### src/hw/tmu_wb_pkg.sv
// shared geometry, tag layout and drain FSM encoding; imported by every write-back module

package tmu_wb_pkg;

	// ------------------------------------------------------------------------
	// frame memory geometry
	// ------------------------------------------------------------------------
	localparam int fml_depth = 26;              // byte address width of frame memory
	localparam int pix_w     = 16;              // one rgb565 color
	localparam int blk_adr_w = fml_depth - 5;   // 32-byte block start
	localparam int lane_cnt  = 16;              // halfwords per block

	// ------------------------------------------------------------------------
	// buffer geometry
	// ------------------------------------------------------------------------
	localparam int slot_w  = 2;                 // four block entries
	localparam int level_w = 3;                 // pending count, 0 to 4

	// one tag entry, enable bit 15 is halfword 0 of the block
	typedef struct packed {
		logic [blk_adr_w-1:0] start;            // block start address
		logic [lane_cnt-1:0]  en;               // halfword enables, zero for a flush
	} tag_entry_t;

	// drain engine states
	typedef enum logic [2:0] {
		idle,                                   // nothing to drain
		word1,                                  // strobe held until fml_ack
		word2,                                  // beat 1
		word3,                                  // beat 2
		word4                                   // beat 3, entry retires
	} drain_state_t;

endpackage

### src/hw/tmu_wb_tag_if.sv
// one port of the tag store; the allocator and drain engine each hold one as ctrl
`timescale 1ns/1ps

interface tmu_wb_tag_if import tmu_wb_pkg::*; ();

	logic [slot_w-1:0] slot;   // entry index, read and write share it
	logic              we;     // write strobe
	tag_entry_t        wdata;  // entry to store
	tag_entry_t        rdata;  // entry at slot, combinational

	modport ctrl (
		output slot,
		output we,
		output wdata,
		input  rdata
	);

	modport mem (
		input  slot,
		input  we,
		input  wdata,
		output rdata
	);

endinterface

### src/hw/tmu_wb_alloc.sv
// entry allocator: merges pixels into the open block, opens new entries, tracks the level
`timescale 1ns/1ps

module tmu_wb_alloc import tmu_wb_pkg::*; (
	input  logic                  sys_clk,
	input  logic                  sys_rst,
	input  logic                  pipe_stb,
	input  logic                  flush,
	input  logic [pix_w-1:0]      color,
	input  logic [fml_depth-2:0]  dadr,        // halfword address
	output logic                  pipe_ack,
	output logic                  busy,
	tmu_wb_tag_if.ctrl            fill_tag,
	output logic [slot_w-1:0]     wr_slot,
	output logic [1:0]            wr_word,
	output logic [1:0]            wr_lane,
	output logic                  wr_en,
	output logic [pix_w-1:0]      wr_color,
	output logic                  pending,
	input  logic                  done,
	input  logic [slot_w-1:0]     head_slot
);

	logic [fml_depth-1:0] dadr8;
	logic [blk_adr_w-1:0] blk_start;
	logic [1:0]           word_idx;
	logic [1:0]           lane_idx;
	logic [lane_cnt-1:0]  lane_bit;
	logic [slot_w-1:0]    cur_slot;
	logic [blk_adr_w-1:0] cur_start;
	logic                 cur_has_en;
	logic [level_w-1:0]   level;
	logic                 accept;
	logic                 hit;
	logic                 new_entry;

	// ------------------------------------------------------------------------
	// address decode
	// ------------------------------------------------------------------------
	assign dadr8     = {dadr, 1'b0};                // byte address
	assign blk_start = dadr8[fml_depth-1:5];        // burst start
	assign word_idx  = dadr8[4:3];                  // 64-bit beat within burst
	assign lane_idx  = dadr8[2:1];                  // halfword within beat
	assign lane_bit  = {1'b1, {(lane_cnt-1){1'b0}}} >> {word_idx, lane_idx};

	// ------------------------------------------------------------------------
	// hit / new entry
	// ------------------------------------------------------------------------
	// the open entry is safe to extend only while it is not the head
	// being drained, which holds exactly when two or more are pending
	assign hit = (cur_start == blk_start) & cur_has_en
		& (level >= level_w'(2)) & (cur_slot != head_slot);

	assign accept    = pipe_stb & pipe_ack;
	assign new_entry = accept & (flush | ~hit);

	assign fill_tag.slot        = (flush | ~hit) ? cur_slot + slot_w'(1) : cur_slot;
	assign fill_tag.we          = accept;
	assign fill_tag.wdata.start = blk_start;
	assign fill_tag.wdata.en    = flush ? '0
		: (hit ? (fill_tag.rdata.en | lane_bit) : lane_bit);   // merge or fresh

	assign wr_slot  = fill_tag.slot;   // data follows the tag slot
	assign wr_word  = word_idx;
	assign wr_lane  = lane_idx;
	assign wr_en    = accept & ~flush; // flush beats carry no color
	assign wr_color = color;

	// cur_* mirror the tag of cur_slot so the hit test never reads the port
	// whose slot it selects
	always_ff @(posedge sys_clk) begin
		if (sys_rst) begin
			cur_slot   <= '1;          // first entry lands in slot 0
			cur_start  <= '0;
			cur_has_en <= 1'b0;
			level      <= '0;
		end else begin
			if (accept) begin
				cur_slot   <= fill_tag.slot;
				cur_start  <= blk_start;
				cur_has_en <= ~flush;
			end
			level <= level + level_w'(new_entry) - level_w'(done);
		end
	end

	assign pipe_ack = ~level[level_w-1];  // level below four
	assign busy     = |level;
	assign pending  = |level;

	// never more than four entries in flight
	assert property (@(posedge sys_clk) disable iff (sys_rst) level <= level_w'(4));
	// drain only retires entries that were counted
	assert property (@(posedge sys_clk) disable iff (sys_rst) done |-> level != '0);

endmodule

### src/hw/tmu_wb_burst.sv
// drain engine: turns the head entry into one four-beat FML write burst
`timescale 1ns/1ps

module tmu_wb_burst import tmu_wb_pkg::*; (
	input  logic                  sys_clk,
	input  logic                  sys_rst,
	input  logic                  pending,     // entries waiting
	output logic                  done,        // head entry retired
	output logic [slot_w-1:0]     head_slot,
	tmu_wb_tag_if.ctrl            drain_tag,
	output logic [slot_w+1:0]     rd_addr,
	input  logic [4*pix_w-1:0]    rd_data,
	output logic [fml_depth-1:0]  fml_adr,
	output logic                  fml_stb,
	output logic [7:0]            fml_sel,
	output logic [4*pix_w-1:0]    fml_do,
	input  logic                  fml_ack
);

	drain_state_t state;
	drain_state_t state_nxt;
	logic [1:0]   beat;
	logic [1:0]   beat_nxt;
	logic         beat_adv;
	logic [3:0]   grp;
	logic         empty;
	tag_entry_t   tag;

	// ------------------------------------------------------------------------
	// head tag, read only
	// ------------------------------------------------------------------------
	assign drain_tag.slot  = head_slot;
	assign drain_tag.we    = 1'b0;
	assign drain_tag.wdata = '0;
	assign tag             = drain_tag.rdata;
	assign empty           = (tag.en == '0);   // flush entry, no memory traffic

	// ------------------------------------------------------------------------
	// FSM
	// ------------------------------------------------------------------------
	always_comb begin
		state_nxt = state;
		fml_stb   = 1'b0;
		done      = 1'b0;
		case (state)
			idle: begin
				if (pending) begin
					state_nxt = empty ? word4 : word1;
				end
			end
			word1: begin
				fml_stb = 1'b1;              // held until the controller takes it
				if (fml_ack) begin
					state_nxt = word2;   // beat 0 goes out now
				end
			end
			word2: state_nxt = word3;
			word3: state_nxt = word4;
			word4: begin
				done      = 1'b1;
				state_nxt = idle;
			end
			default: state_nxt = idle;
		endcase
	end

	// beat counter runs from the ack cycle through word3
	assign beat_adv = ((state == word1) & fml_ack) | (state == word2) | (state == word3);
	assign beat_nxt = beat_adv ? beat + 2'd1 : 2'd0;
	assign rd_addr  = {head_slot, beat_nxt};    // registered read, one ahead

	always_ff @(posedge sys_clk) begin
		if (sys_rst) begin
			state     <= idle;
			beat      <= 2'd0;
			head_slot <= '0;
		end else begin
			state <= state_nxt;
			beat  <= beat_nxt;
			if (done) begin
				head_slot <= head_slot + slot_w'(1);   // next entry in order
			end
		end
	end

	// ------------------------------------------------------------------------
	// memory side outputs
	// ------------------------------------------------------------------------
	assign grp     = tag.en[(lane_cnt-1) - {beat, 2'b00} -: 4];   // enables for this beat
	assign fml_sel = (state == idle) ? 8'h00
		: {{2{grp[3]}}, {2{grp[2]}}, {2{grp[1]}}, {2{grp[0]}}};
	assign fml_adr = {tag.start, 5'b00000};
	assign fml_do  = rd_data;

	// the strobe may only drop once the controller has accepted
	assert property (@(posedge sys_clk) disable iff (sys_rst)
		fml_stb && !fml_ack |=> fml_stb);

endmodule

### src/hw/tmu_wb_datamem.sv
// block data store, 16 x 64 bits, halfword lane writes and one registered read port
`timescale 1ns/1ps

module tmu_wb_datamem import tmu_wb_pkg::*; (
	input  logic                  sys_clk,
	input  logic [slot_w-1:0]     wr_slot,    // entry
	input  logic [1:0]            wr_word,    // beat in entry
	input  logic [1:0]            wr_lane,    // halfword in beat, 0 is msb
	input  logic                  wr_en,
	input  logic [pix_w-1:0]      wr_color,
	input  logic [slot_w+1:0]     rd_addr,    // {slot, beat}, one cycle ahead
	output logic [4*pix_w-1:0]    rd_data
);

	logic [4*pix_w-1:0] mem [0:(1<<(slot_w+2))-1];
	logic [slot_w+1:0]  wr_addr;
	logic [5:0]         lane_lsb;

	// ------------------------------------------------------------------------
	// write side
	// ------------------------------------------------------------------------
	assign wr_addr  = {wr_slot, wr_word};
	assign lane_lsb = 6'd48 - {wr_lane, 4'b0000};   // lane 0 sits at 63:48

	always_ff @(posedge sys_clk) begin
		if (wr_en) begin
			mem[wr_addr][lane_lsb +: pix_w] <= wr_color;  // only this lane changes
		end
	end

	// ------------------------------------------------------------------------
	// read side
	// ------------------------------------------------------------------------
	always_ff @(posedge sys_clk) begin
		rd_data <= mem[rd_addr];   // data valid the cycle after the address
	end

endmodule

### src/hw/tmu_wb_tagmem.sv
// four-entry tag store that the allocator writes and reads and the drain engine only reads
`timescale 1ns/1ps

module tmu_wb_tagmem import tmu_wb_pkg::*; (
	input  logic      sys_clk,
	tmu_wb_tag_if.mem fill,    // allocator side
	tmu_wb_tag_if.mem drain    // drain engine side
);

	tag_entry_t tags [0:(1<<slot_w)-1];

	// ------------------------------------------------------------------------
	// writes from the fill port only
	// ------------------------------------------------------------------------
	always_ff @(posedge sys_clk) begin
		if (fill.we) begin
			tags[fill.slot] <= fill.wdata;
		end
	end

	// ------------------------------------------------------------------------
	// combinational reads on both ports
	// ------------------------------------------------------------------------
	assign fill.rdata  = tags[fill.slot];   // open entry for merging
	assign drain.rdata = tags[drain.slot];  // head entry for the burst

	// the drain engine never modifies tags
	assert property (@(posedge sys_clk) !drain.we);

endmodule

### src/hw/tmu_wb_top.sv
// write-combining pixel write-back path, pixel stream in and FML write bursts out
`timescale 1ns/1ps

module tmu_wb_top import tmu_wb_pkg::*; (
	input  logic                  sys_clk,
	input  logic                  sys_rst,
	// pixel stream
	input  logic                  pipe_stb,
	output logic                  pipe_ack,
	input  logic [pix_w-1:0]      color,
	input  logic [fml_depth-2:0]  dadr,       // halfword address
	input  logic                  flush,      // beat opens an empty entry
	output logic                  busy,
	// frame memory
	output logic [fml_depth-1:0]  fml_adr,
	output logic                  fml_stb,
	input  logic                  fml_ack,
	output logic [7:0]            fml_sel,
	output logic [4*pix_w-1:0]    fml_do
);

	logic [slot_w-1:0]  wr_slot;
	logic [1:0]         wr_word;
	logic [1:0]         wr_lane;
	logic               wr_en;
	logic [pix_w-1:0]   wr_color;
	logic [slot_w+1:0]  rd_addr;
	logic [4*pix_w-1:0] rd_data;
	logic               pending;
	logic               done;
	logic [slot_w-1:0]  head_slot;

	tmu_wb_tag_if fill_tag ();    // allocator port
	tmu_wb_tag_if drain_tag ();   // drain engine port

	// ------------------------------------------------------------------------
	// allocation and storage
	// ------------------------------------------------------------------------
	tmu_wb_alloc alloc_i (
		.sys_clk   (sys_clk),
		.sys_rst   (sys_rst),
		.pipe_stb  (pipe_stb),
		.flush     (flush),
		.color     (color),
		.dadr      (dadr),
		.pipe_ack  (pipe_ack),
		.busy      (busy),
		.fill_tag  (fill_tag.ctrl),
		.wr_slot   (wr_slot),
		.wr_word   (wr_word),
		.wr_lane   (wr_lane),
		.wr_en     (wr_en),
		.wr_color  (wr_color),
		.pending   (pending),
		.done      (done),
		.head_slot (head_slot)
	);

	tmu_wb_tagmem tagmem_i (
		.sys_clk (sys_clk),
		.fill    (fill_tag.mem),
		.drain   (drain_tag.mem)
	);

	tmu_wb_datamem datamem_i (
		.sys_clk  (sys_clk),
		.wr_slot  (wr_slot),
		.wr_word  (wr_word),
		.wr_lane  (wr_lane),
		.wr_en    (wr_en),
		.wr_color (wr_color),
		.rd_addr  (rd_addr),
		.rd_data  (rd_data)
	);

	// ------------------------------------------------------------------------
	// drain to frame memory
	// ------------------------------------------------------------------------
	tmu_wb_burst burst_i (
		.sys_clk   (sys_clk),
		.sys_rst   (sys_rst),
		.pending   (pending),
		.done      (done),
		.head_slot (head_slot),
		.drain_tag (drain_tag.ctrl),
		.rd_addr   (rd_addr),
		.rd_data   (rd_data),
		.fml_adr   (fml_adr),
		.fml_stb   (fml_stb),
		.fml_sel   (fml_sel),
		.fml_do    (fml_do),
		.fml_ack   (fml_ack)
	);

endmodule

### config.mk
export PLATFORM = sky130hd
export DESIGN_NAME = tmu_wb_top
export DESIGN_NICKNAME = d
export VERILOG_FILES = /design/src/hw/tmu_wb_pkg.sv /design/src/hw/tmu_wb_tag_if.sv /design/src/hw/tmu_wb_alloc.sv /design/src/hw/tmu_wb_burst.sv /design/src/hw/tmu_wb_datamem.sv /design/src/hw/tmu_wb_tagmem.sv /design/src/hw/tmu_wb_top.sv
export SDC_FILE = /design/constraint.sdc
export NUM_CORES = 1
export LEC_CHECK = 0
export BUFFER_PORTS_ARGS = -buffer_cell sky130_fd_sc_hd__buf_2
export CORE_UTILIZATION = 27
export CTS_BUF_LIST = sky130_fd_sc_hd__clkbuf_2
export DETAILED_ROUTE_END_ITERATION = 10
export GPL_ROUTABILITY_DRIVEN = 1
export GPL_TIMING_DRIVEN = 0
export PLACE_DENSITY = 0.48
export SLEW_MARGIN = 20
export SYNTH_ARGS = -nofsm -noshare
export SYNTH_HDL_FRONTEND = slang
export SYNTH_SLANG_ARGS = --single-unit
### constraint.sdc
create_clock -name sys_clk -period 12.21 [get_ports sys_clk]
set_input_delay 2.442 -clock sys_clk [delete_from_list [all_inputs] [get_ports sys_clk]]
set_output_delay 2.442 -clock sys_clk [all_outputs]
set_load 0.005 [all_outputs]
# Word-level counts from Yosys, hierarchy flattened
# Memories as Yosys holds them, arrays and structs flattened. A register that Yosys moved wholly into a read port is not among the register bits.
# Cells that the tools add are included.
# word_totals
ff_bits,34
latch_bits,0
mem_bits_rw,1172
rom_bits,0
inputBits,46
out_inout_bits,101
word_cells,65
mem_count,2
# memory_table
memory,words,width,rd,rd_clocked_by_memory_dff,wr,line_no,text
datamem_i.mem,16,64,1,1,1,tmu_wb_datamem.sv:15,logic [4*pix_w-1:0] mem [0:(1<<(slot_w+2))-1];
tagmem_i.tags,4,37,2,1,1,tmu_wb_tagmem.sv:10,tag_entry_t tags [0:(1<<slot_w)-1];
# classes
n_addsub,8
mul,0
div,0
order_cmp,1
n_eq_ne,8
shift,4
mux,17
bitwise_logic,14
n_reduce_logical,4
# ops
cell,n
$mux W64,1
$shift A16 B8 Y64 const A,1
$shiftx A16 B8 Y64,1
$shiftx A19 B33 Y4,1
$mux W16,2
$eq A21 B21 Y1,1
$logic_not A16 Y1,1
$or A16 B16 Y16,1
$shr A16 B4 Y16 const A,1
$pmux W3 S4,1
$mux W3,3
$mux W2,4
$mux W8,1
$neg A6 Y8,1
$and A1 B1 Y1,7
$add A2 B1 Y2 const B,3
$eq A3 B2 Y1 const B,2
$sub A6 B6 Y6 const A,1
$mux W1,5
$sub A4 B4 Y5 const A,1
$ne A2 B2 Y1 const B,2
$add A3 B1 Y3,1
$eq A3 B1 Y1 const B,1
$eq A3 B3 Y1 const B,1
8 further kinds,12

# Logic depth before layout (Yosys ltp)
# Gate-level depths: netlist (run 1).
# An unclocked memory read counts as a cell.
# logic_depth
ltp_word,11
mapped_depth,10
depth_no_buf,9

# Hierarchy
# From an unflattened synthesis (run 1), not the netlist that was laid out.
# hier_totals
cells_unflattened,2461
area_unflattened_um2,50079.3
# modules_own_cells
mod,instances,cells_per_inst,area_each_um2,seq_area_each_um2
tmu_wb_datamem,1,1797,40361.2,32030.7
tmu_wb_tagmem,1,244,6339.8,4444.3
tmu_wb_alloc,1,233,1868.0,540.5
tmu_wb_burst,1,187,1510.2,140.1

# Worst setup path before layout (run 1)
# No wires, ideal clock.
# synth_path
kind,input -> register
start,input port dadr[8]
end,"memory tagmem_i.tags[1][0] (netlist bit), enable pin"
setup_time_ps,524
arrival_ps,7084
required_time_ps,11686
path_slack_ps,4602
cell_stages,6
n_path_buf,1
path_cell_list,xor2_1 > nor4_1 > o2111a_1 > a21oi_1 > clkbuf_1 > nor4_1
# synth_via
elab_chain_cells,7
# synth_lines
element,line_no,text
start: declaration,tmu_wb_top.sv:11,"input logic [fml_depth-2:0] dadr,"
$eq A21 B21 Y1,tmu_wb_alloc.sv:51,assign hit = (cur_start == blk_start) & cur_has_en
$and A1 B1 Y1,tmu_wb_alloc.sv:51,
$and A1 B1 Y1 (2 in a row),tmu_wb_alloc.sv:52,& (level >= level_w'(2)) & (cur_slot != head_slot);
$not A1 Y1,tmu_wb_alloc.sv:57,assign fill_tag.slot = (flush | ~hit) ? cur_slot + slot_w'(1) : cur_slot;
$or A1 B1 Y1,tmu_wb_alloc.sv:57,
$mux W2,tmu_wb_alloc.sv:57,
end: declaration,tmu_wb_tagmem.sv:10,
# No other way between the ends.

==> results.tsv, run 1 <==
stage	metric	value	unit
outcome	result of the run	completed	
setup_path	critical path class	flip-flop to output port	
die	area of the core	0.179	mm^2
clock_network	Num CTS Buffers	358	
power_and_ir_drop	worst vdd ir	99.5	uV
die	standard-cell rows	155	
place	Cell Count Post-Placement	5405	
die	starting density of the core	27.2	%
global_route	total grt overflow	0	
timing	Period Utilization, post-route	56.8	%
drt	Routed WL	149	mm
setup_path	CP arrival	4490	ps
final_layout	Design Area, Final	0.0576	mm^2
timing	max-slew violation count	0	
place	Port Buffers	140	
setup_path	R2R depth	8	
global_route	initial antenna violation count	23	
final_layout	FF+latch area	0.0372	mm^2
timing	clk_skew	277	ps
die	Die H	426	um
drt	DRT iter0 DRCs	2574	
final_layout	post-route insts no fill	6033	
drt	drt wl/cell	24.6	um
timing	Tmin final	6940	ps
place	final RePlAce weighted congestion	0.790	
die	die footprint	0.182	mm^2
setup_path	required time of the critical path	9770	ps
drt	via count	29500	
clock_network	post_cts resized	0	
setup_path	r2r endpoint	datamem_i.mem[1][54]$_DFFE_PP_	
synthesis	synthesized flop and latch total	1272	
drt	# DRC	0	
synthesis	Syn Inst Count	2742	
final_layout	Fillers	17600	
timing	Hold Fails Final Rpt	0	
drt	1st-pass router iterations	5	
clock_network	clock buffer depth	4	
setup_path	CP Capture Type	output port	
clock_network	Setup Buffers After CTS	0	
clock_network	CTS tree	yes	
clock_network	Root Buffer	clkbuf_2	
flow_run	max cap viols	0	
place	placed inst area	0.0545	mm^2
clock_network	H-tree levels	5	
synthesis	YS warnings	0	
place	Post-DP HPWL	99.8	mm
timing	worst slew pin tran	1200	ps
power_and_ir_drop	Leakage Power	0.0190	uW
power_and_ir_drop	PwrDens	167	mW/mm^2
timing	RSZ-0062 raised after global routing	false	
final_layout	fraction of layout cells with a size suffix above 1	29.6	%
synthesis	Syn Area/Cell	17.7	um^2
final_layout	Multi-input gate area	0.0111	mm^2
drt	Routed Antenna Nets	0	
setup_path	critical path endpoint	fml_sel[7]	
setup_path	crit path max fanout	10	
final_layout	Nets	3467	
global_route	number of global-route vias before repair	29900	
timing	fmax	0.144	GHz
drt	routed vias/inst	4.89	
clock_network	CTS Sinks	1272	
clock_network	Post-CTS Hold Buffers	0	
final_layout	fin util	32.2	%
final_layout	Area Growth Syn to Fin	18.5	%
clock_network	Clock Latency Late Sink	1840	ps
timing	final worst slack	5270	ps
die	I/O Pins	147	
setup_path	Reg-to-Reg Start	alloc_i.cur_start[13]$_SDFFE_PP0P_	
synthesis	Post-Syn Area	0.0486	mm^2
global_route	wire length of the first global-routing pass	212	mm
setup_path	Critical Path Start Type	flip-flop	
die	Die W	426	um
final_layout	commonest non-fill, non-tap cell in the layout	edfxtp_1	
clock_network	Reg clk slew, reported paths	100	ps
timing	Slew headroom	20.0	%
timing	Final setup viols	0	
synthesis	sequential element share of the synthesized area	76.5	%
synthesis	post-synthesis cell type count	48	
place	DP Worst Slack	5590	ps
final_layout	most frequent cells in the layout	1172 x edfxtp_1, 549 x clkbuf_2, 263 x mux2i_1	
hold_path	worst hold path class	flip-flop to flip-flop	
global_route	largest net degree at the start of global routing	18	
setup_path	flop2flop setup slack	7640	ps
timing	total negative slack	0	ps
global_route	Total Routing Usage GR	16.2	%
-- sequential cells by signal, summed over array words and instances, names as in the netlist, named ones only --
name                    count
datamem_i.mem            1024
tagmem_i.tags             148
datamem_i.rd_data          64
alloc_i.cur_start          21
alloc_i.level               3
burst_i.state               3
alloc_i.cur_slot            2
burst_i.beat                2
burst_i.drain_tag.slot      2
alloc_i.cur_has_en          1
-- report_power, final --
part	total [uW]	switching, uW	internal, uW
Combinational	1630	1030	601
Sequential	4940	45.2	4890
Clock	3030	1810	1210
Total	9600	2890	6710
-- how the worst min path moves through the flow --
stage | start | endpoint | slack [ps] | cells past startpoint
3_3_place_gp | alloc_i.cur_start[0]$_SDFFE_PP0P_ | alloc_i.cur_start[0]$_SDFFE_PP0P_ | 460 | 2
5_1_grt | alloc_i.cur_start[6]$_SDFFE_PP0P_ | alloc_i.cur_start[6]$_SDFFE_PP0P_ | 480 | 2
6_report | alloc_i.cur_start[14]$_SDFFE_PP0P_ | alloc_i.cur_start[14]$_SDFFE_PP0P_ | 470 | 2
3_5_place_dp | alloc_i.cur_start[14]$_SDFFE_PP0P_ | alloc_i.cur_start[14]$_SDFFE_PP0P_ | 460 | 2
4_1_cts | datamem_i.mem[5][54]$_DFFE_PP_ | datamem_i.rd_data[54]$_DFF_P_ | 460 | 3
2_1_floorplan | alloc_i.cur_start[0]$_SDFFE_PP0P_ | alloc_i.cur_start[0]$_SDFFE_PP0P_ | 450 | 2
-- through the flow --
| stage | hold WS (ps) | power [uW] |
|---|---|---|
| after floorplan | 448 | 5960 |
| after global placement | 456 | 6650 |
| after detailed placement | 458 | 6700 |
| after CTS | 462 | 9760 |
| after global routing | 483 | 10100 |
| final | 470 | 9600 |
-- layout make-up --
type                            instances  area share (%)
Tap cell                             2355            5.12
Timing Repair Buffer                  305            4.01
Sequential cell                      1272            64.6
Antenna cell                           16          0.0695
Buffer                                186            1.65
Inverter                               10          0.0652
Multi-Input combinational cell       1278            19.2
Clock buffer                          546            4.74
Clock inverter                         65           0.565
-- cell usage after synthesis, drive strengths merged --
cell / instances / area [um^2]
a2111oi: 1 / 8.76
a21oi: 58 / 294
a31oi: 1 / 6.26
a211oi: 2 / 15.0
xor2: 25 / 219
nand2: 61 / 229
a41oi: 65 / 569
o2111ai: 1 / 8.76
o21ai: 80 / 400
clkinv: 1 / 3.75
o31ai: 1 / 7.51
o22a: 64 / 561
nor2: 22 / 82.6
clkbuf: 95 / 357
dfxtp: 100 / 2000
mux2i: 263 / 2630
a21o: 3 / 22.5
fa: 1 / 20.0
mux4: 55 / 1240
a31o: 1 / 8.76
and4: 1 / 8.76
nand4: 3 / 18.8
or3: 65 / 407
nand3: 21 / 105
o2111a: 1 / 11.3
xnor2: 1 / 8.76
nor2b: 12 / 75.1
ha: 9 / 113
o22ai: 129 / 807
and2: 65 / 407
conb: 1 / 3.75
edfxtp: 1172 / 35200
buf: 91 / 591
nor3: 6 / 35.0
or2: 2 / 12.5
o211ai: 2 / 25.0
inv: 9 / 33.8
nand3b: 1 / 7.51
nand2b: 10 / 70.1
o221ai: 192 / 1680
nor3b: 6 / 45.0
nor4: 43 / 269
-- critical path, stage by stage, from the launching register on --
cell and delay [ps]:
dfxtp_1 380, buf_1 690, mux4_2 650, mux4_2 490, nor2b_1 230, buf_4 200
buf_2 110
-- routing by layer --
layer	wire (um)	global-route usage, %
met1	63300	21.4
met2	70200	25.7
met3	11300	4.16
met4	3840	5.55
met5	61	0
-- kinds of logic (layout without fill, tap and decap cells) --
family | Yosys count | in the layout | share of synthesized area [%]
xor gates and xnor gates | 26 | 26 | 0.468
other | 1 | 21 | 0.00771
buffers and inverters | 196 | 1112 | 2.03
DFF | 1272 | 1272 | 76.5
AOI/OAI and AO/OA | 601 | 601 | 9.11
adders and majority gates | 10 | 10 | 0.273
muxes | 318 | 318 | 7.96
and+or+nand+nor | 318 | 318 | 3.64
No activity file was read; power rests on OpenSTA's default activity.
==> inputs of run 2 (changes only) <==
==> constraint.sdc (replaced) <==
create_clock -name sys_clk -period 6.9 [get_ports sys_clk]
set_input_delay 1.38 -clock sys_clk [delete_from_list [all_inputs] [get_ports sys_clk]]
set_output_delay 1.38 -clock sys_clk [all_outputs]
set_load 0.005 [all_outputs]
==> results.tsv, run 2 (synthesis gave the netlist of run 1 again) <==
stage	metric	value	unit
place	placed inst area	0.0545	mm^2
timing	Hold WS	333	ps
flow_run	max cap viols	0	
timing	Slew headroom	18.9	%
place	Post-DP HPWL	99.8	mm
power_and_ir_drop	PwrDens	294	mW/mm^2
drt	met2 wire len	70.2	mm
place	final RePlAce weighted congestion	0.790	
setup_path	critical path class	flip-flop to output port	
power_and_ir_drop	worst vdd ir	173	uV
timing	Final setup viols	0	
final_layout	fin util	32.4	%
final_layout	Most flops, register	datamem_i.mem	
drt	Routed Antenna Nets	0	
drt	highest layer used for signal routing	met5	
final_layout	Multi-input gate area	0.0111	mm^2
global_route	initial antenna violation count	20	
clock_network	Root Buffer	clkbuf_2	
drt	Routed WL	149	mm
power_and_ir_drop	Leakage Power	0.0191	uW
die	starting density of the core	27.2	%
setup_path	Critical Path Start Type	flip-flop	
final_layout	most frequent cells in the layout	1172 x edfxtp_1, 549 x clkbuf_2, 263 x mux2i_1	
timing	fmax	0.171	GHz
drt	1st-pass router iterations	5	
clock_network	post_cts resized	0	
final_layout	biggest registers after layout	datamem_i.mem x1024, tagmem_i.tags x148, datamem_i.rd_data x64	
setup_path	slowest stage cell on the critical path	buf_1	
setup_path	required time of the critical path	5520	ps
timing	Period Utilization, post-route	84.6	%
setup_path	Cell Chain, Critical Path	buf_2, buf_1, mux4_2, mux4_2, nor2b_1, buf_4, buf_2	
final_layout	Design Area, Final	0.0578	mm^2
drt	# DRC	0	
setup_path	family with the most delay on the worst path	buffers and inverters	
drt	drt wl/cell	24.5	um
setup_path	flop2flop setup slack	2290	ps
die	die footprint	0.182	mm^2
clock_network	Post-CTS Hold Buffers	24	
hold_path	hold depth	3	
final_layout	Area Growth Syn to Fin	19.0	%
clock_network	Num CTS Buffers	358	
place	Port Buffers	140	
clock_network	CTS Sinks	1272	
final_layout	commonest non-fill, non-tap cell in the layout	edfxtp_1	
clock_network	Reg clk slew, reported paths	110	ps
timing	final worst slack	1060	ps
final_layout	FF+latch area	0.0372	mm^2
global_route	wire length of the first global-routing pass	212	mm
final_layout	number of flip-flops in the largest register	1024	
hold_path	Hold Path End	alloc_i.cur_slot[1]$_SDFFE_PP1P_	
die	Die W	426	um
global_route	Total Routing Usage GR	16.2	%
setup_path	Reg-to-Reg Start	alloc_i.cur_start[13]$_SDFFE_PP0P_	
final_layout	Fillers	17500	
setup_path	crit path max fanout	10	
drt	met1 wire length	64.0	mm
die	area of the core	0.179	mm^2
global_route	largest net degree at the start of global routing	18	
timing	worst slew pin tran	1220	ps
clock_network	Setup Buffers After CTS	0	
global_route	total grt overflow	0	
final_layout	fraction of layout cells with a size suffix above 1	29.4	%
setup_path	r2r endpoint	datamem_i.mem[1][54]$_DFFE_PP_	
clock_network	Clock Latency Late Sink	1820	ps
outcome	result of the run	completed	
die	standard-cell rows	155	
place	DP Worst Slack	1340	ps
setup_path	CP Capture Type	output port	
die	Die H	426	um
clock_network	CTS tree	yes	
drt	via count	29600	
hold_path	worst hold path class	input pin to flip-flop	
timing	max-slew violation count	0	
setup_path	CP arrival	4460	ps
clock_network	clock buffer depth	4	
setup_path	R2R depth	8	
setup_path	Critical path buffers and inverters	4	
timing	clk_skew	276	ps
timing	Tmin final	5840	ps
timing	RSZ-0062 raised after global routing	false	
setup_path	CP peak stage delay	610	ps
global_route	number of global-route vias before repair	30000	
final_layout	Nets	3491	
clock_network	H-tree levels	5	
drt	DRT iter0 DRCs	2398	
die	I/O Pins	147	
drt	WL met3	10.4	mm
timing	Hold Fails Final Rpt	0	
drt	routed vias/inst	4.89	
hold_path	Hold Path Origin	sys_rst	
[run 2: changes by cell type in the layout (fill, tap and decap cells not counted), sizes merged]
cell         delta
diode           +6
dlygate4sd3    +24
[run 2: worst max path at each step]
| stage | endpoint | slack [ps] | depth (start not counted) | from |
|---|---|---|---|---|
| after floorplan | tagmem_i.tags[1][0]$_DFFE_PP_ | 350 | 6 | dadr[8] |
| after global placement | tagmem_i.tags[1][31]$_DFFE_PP_ | -4720 | 7 | dadr[8] |
| after detailed placement | datamem_i.mem[1][56]$_DFFE_PP_ | 1340 | 9 | dadr[17] |
| after CTS | fml_sel[7] | 690 | 7 | flip-flop |
| after global routing | fml_sel[7] | 730 | 7 | flip-flop |
| final | fml_sel[7] | 1060 | 7 | flip-flop |
[run 2: report_power, final]
group | internal [uW] | leakage [uW] | switching [uW]
Combinational | 1070 | 0.00515 | 1820
Clock | 2150 | 0.00243 | 3220
Sequential | 8660 | 0.0115 | 80.1
Total | 11900 | 0.0191 | 5120
[run 2: layout make-up]
class                   count  area share (%)
clock buffers             546            4.72
plain buffers             186            1.64
multi-input cells        1278            19.1
repair buffers            329            4.41
diodes                     22          0.0952
inverters                  10          0.0649
clock inverters            65           0.562
well taps                2355            5.09
flip-flops and latches   1272            64.3
[run 2: per-stage QoR]
stage	setup TNS [ps]	total power, uW	std cells
floorplan	0	10500	2746
global placement	-751050	11800	5241
detailed placement	0	11900	5405
CTS	0	17300	6040
global route	0	17800	6052
finish	0	17000	6063
[run 2: worst min-delay path, delay by kind of cell]
| family | cells | cell delay [ps] |
|---|---|---|
| buf+inv | 1 | 340 |
| mux | 1 | 90 |
| simple gates | 1 | 200 |
[run 2: layer usage]
| layer | up-vias | GRT usage, % |
|---|---|---|
| li1 | 13000 | - |
| met1 | 15200 | 21.5 |
| met2 | 1137 | 25.7 |
| met3 | 260 | 4.08 |
| met4 | 4 | 5.55 |
| met5 | - | 0 |
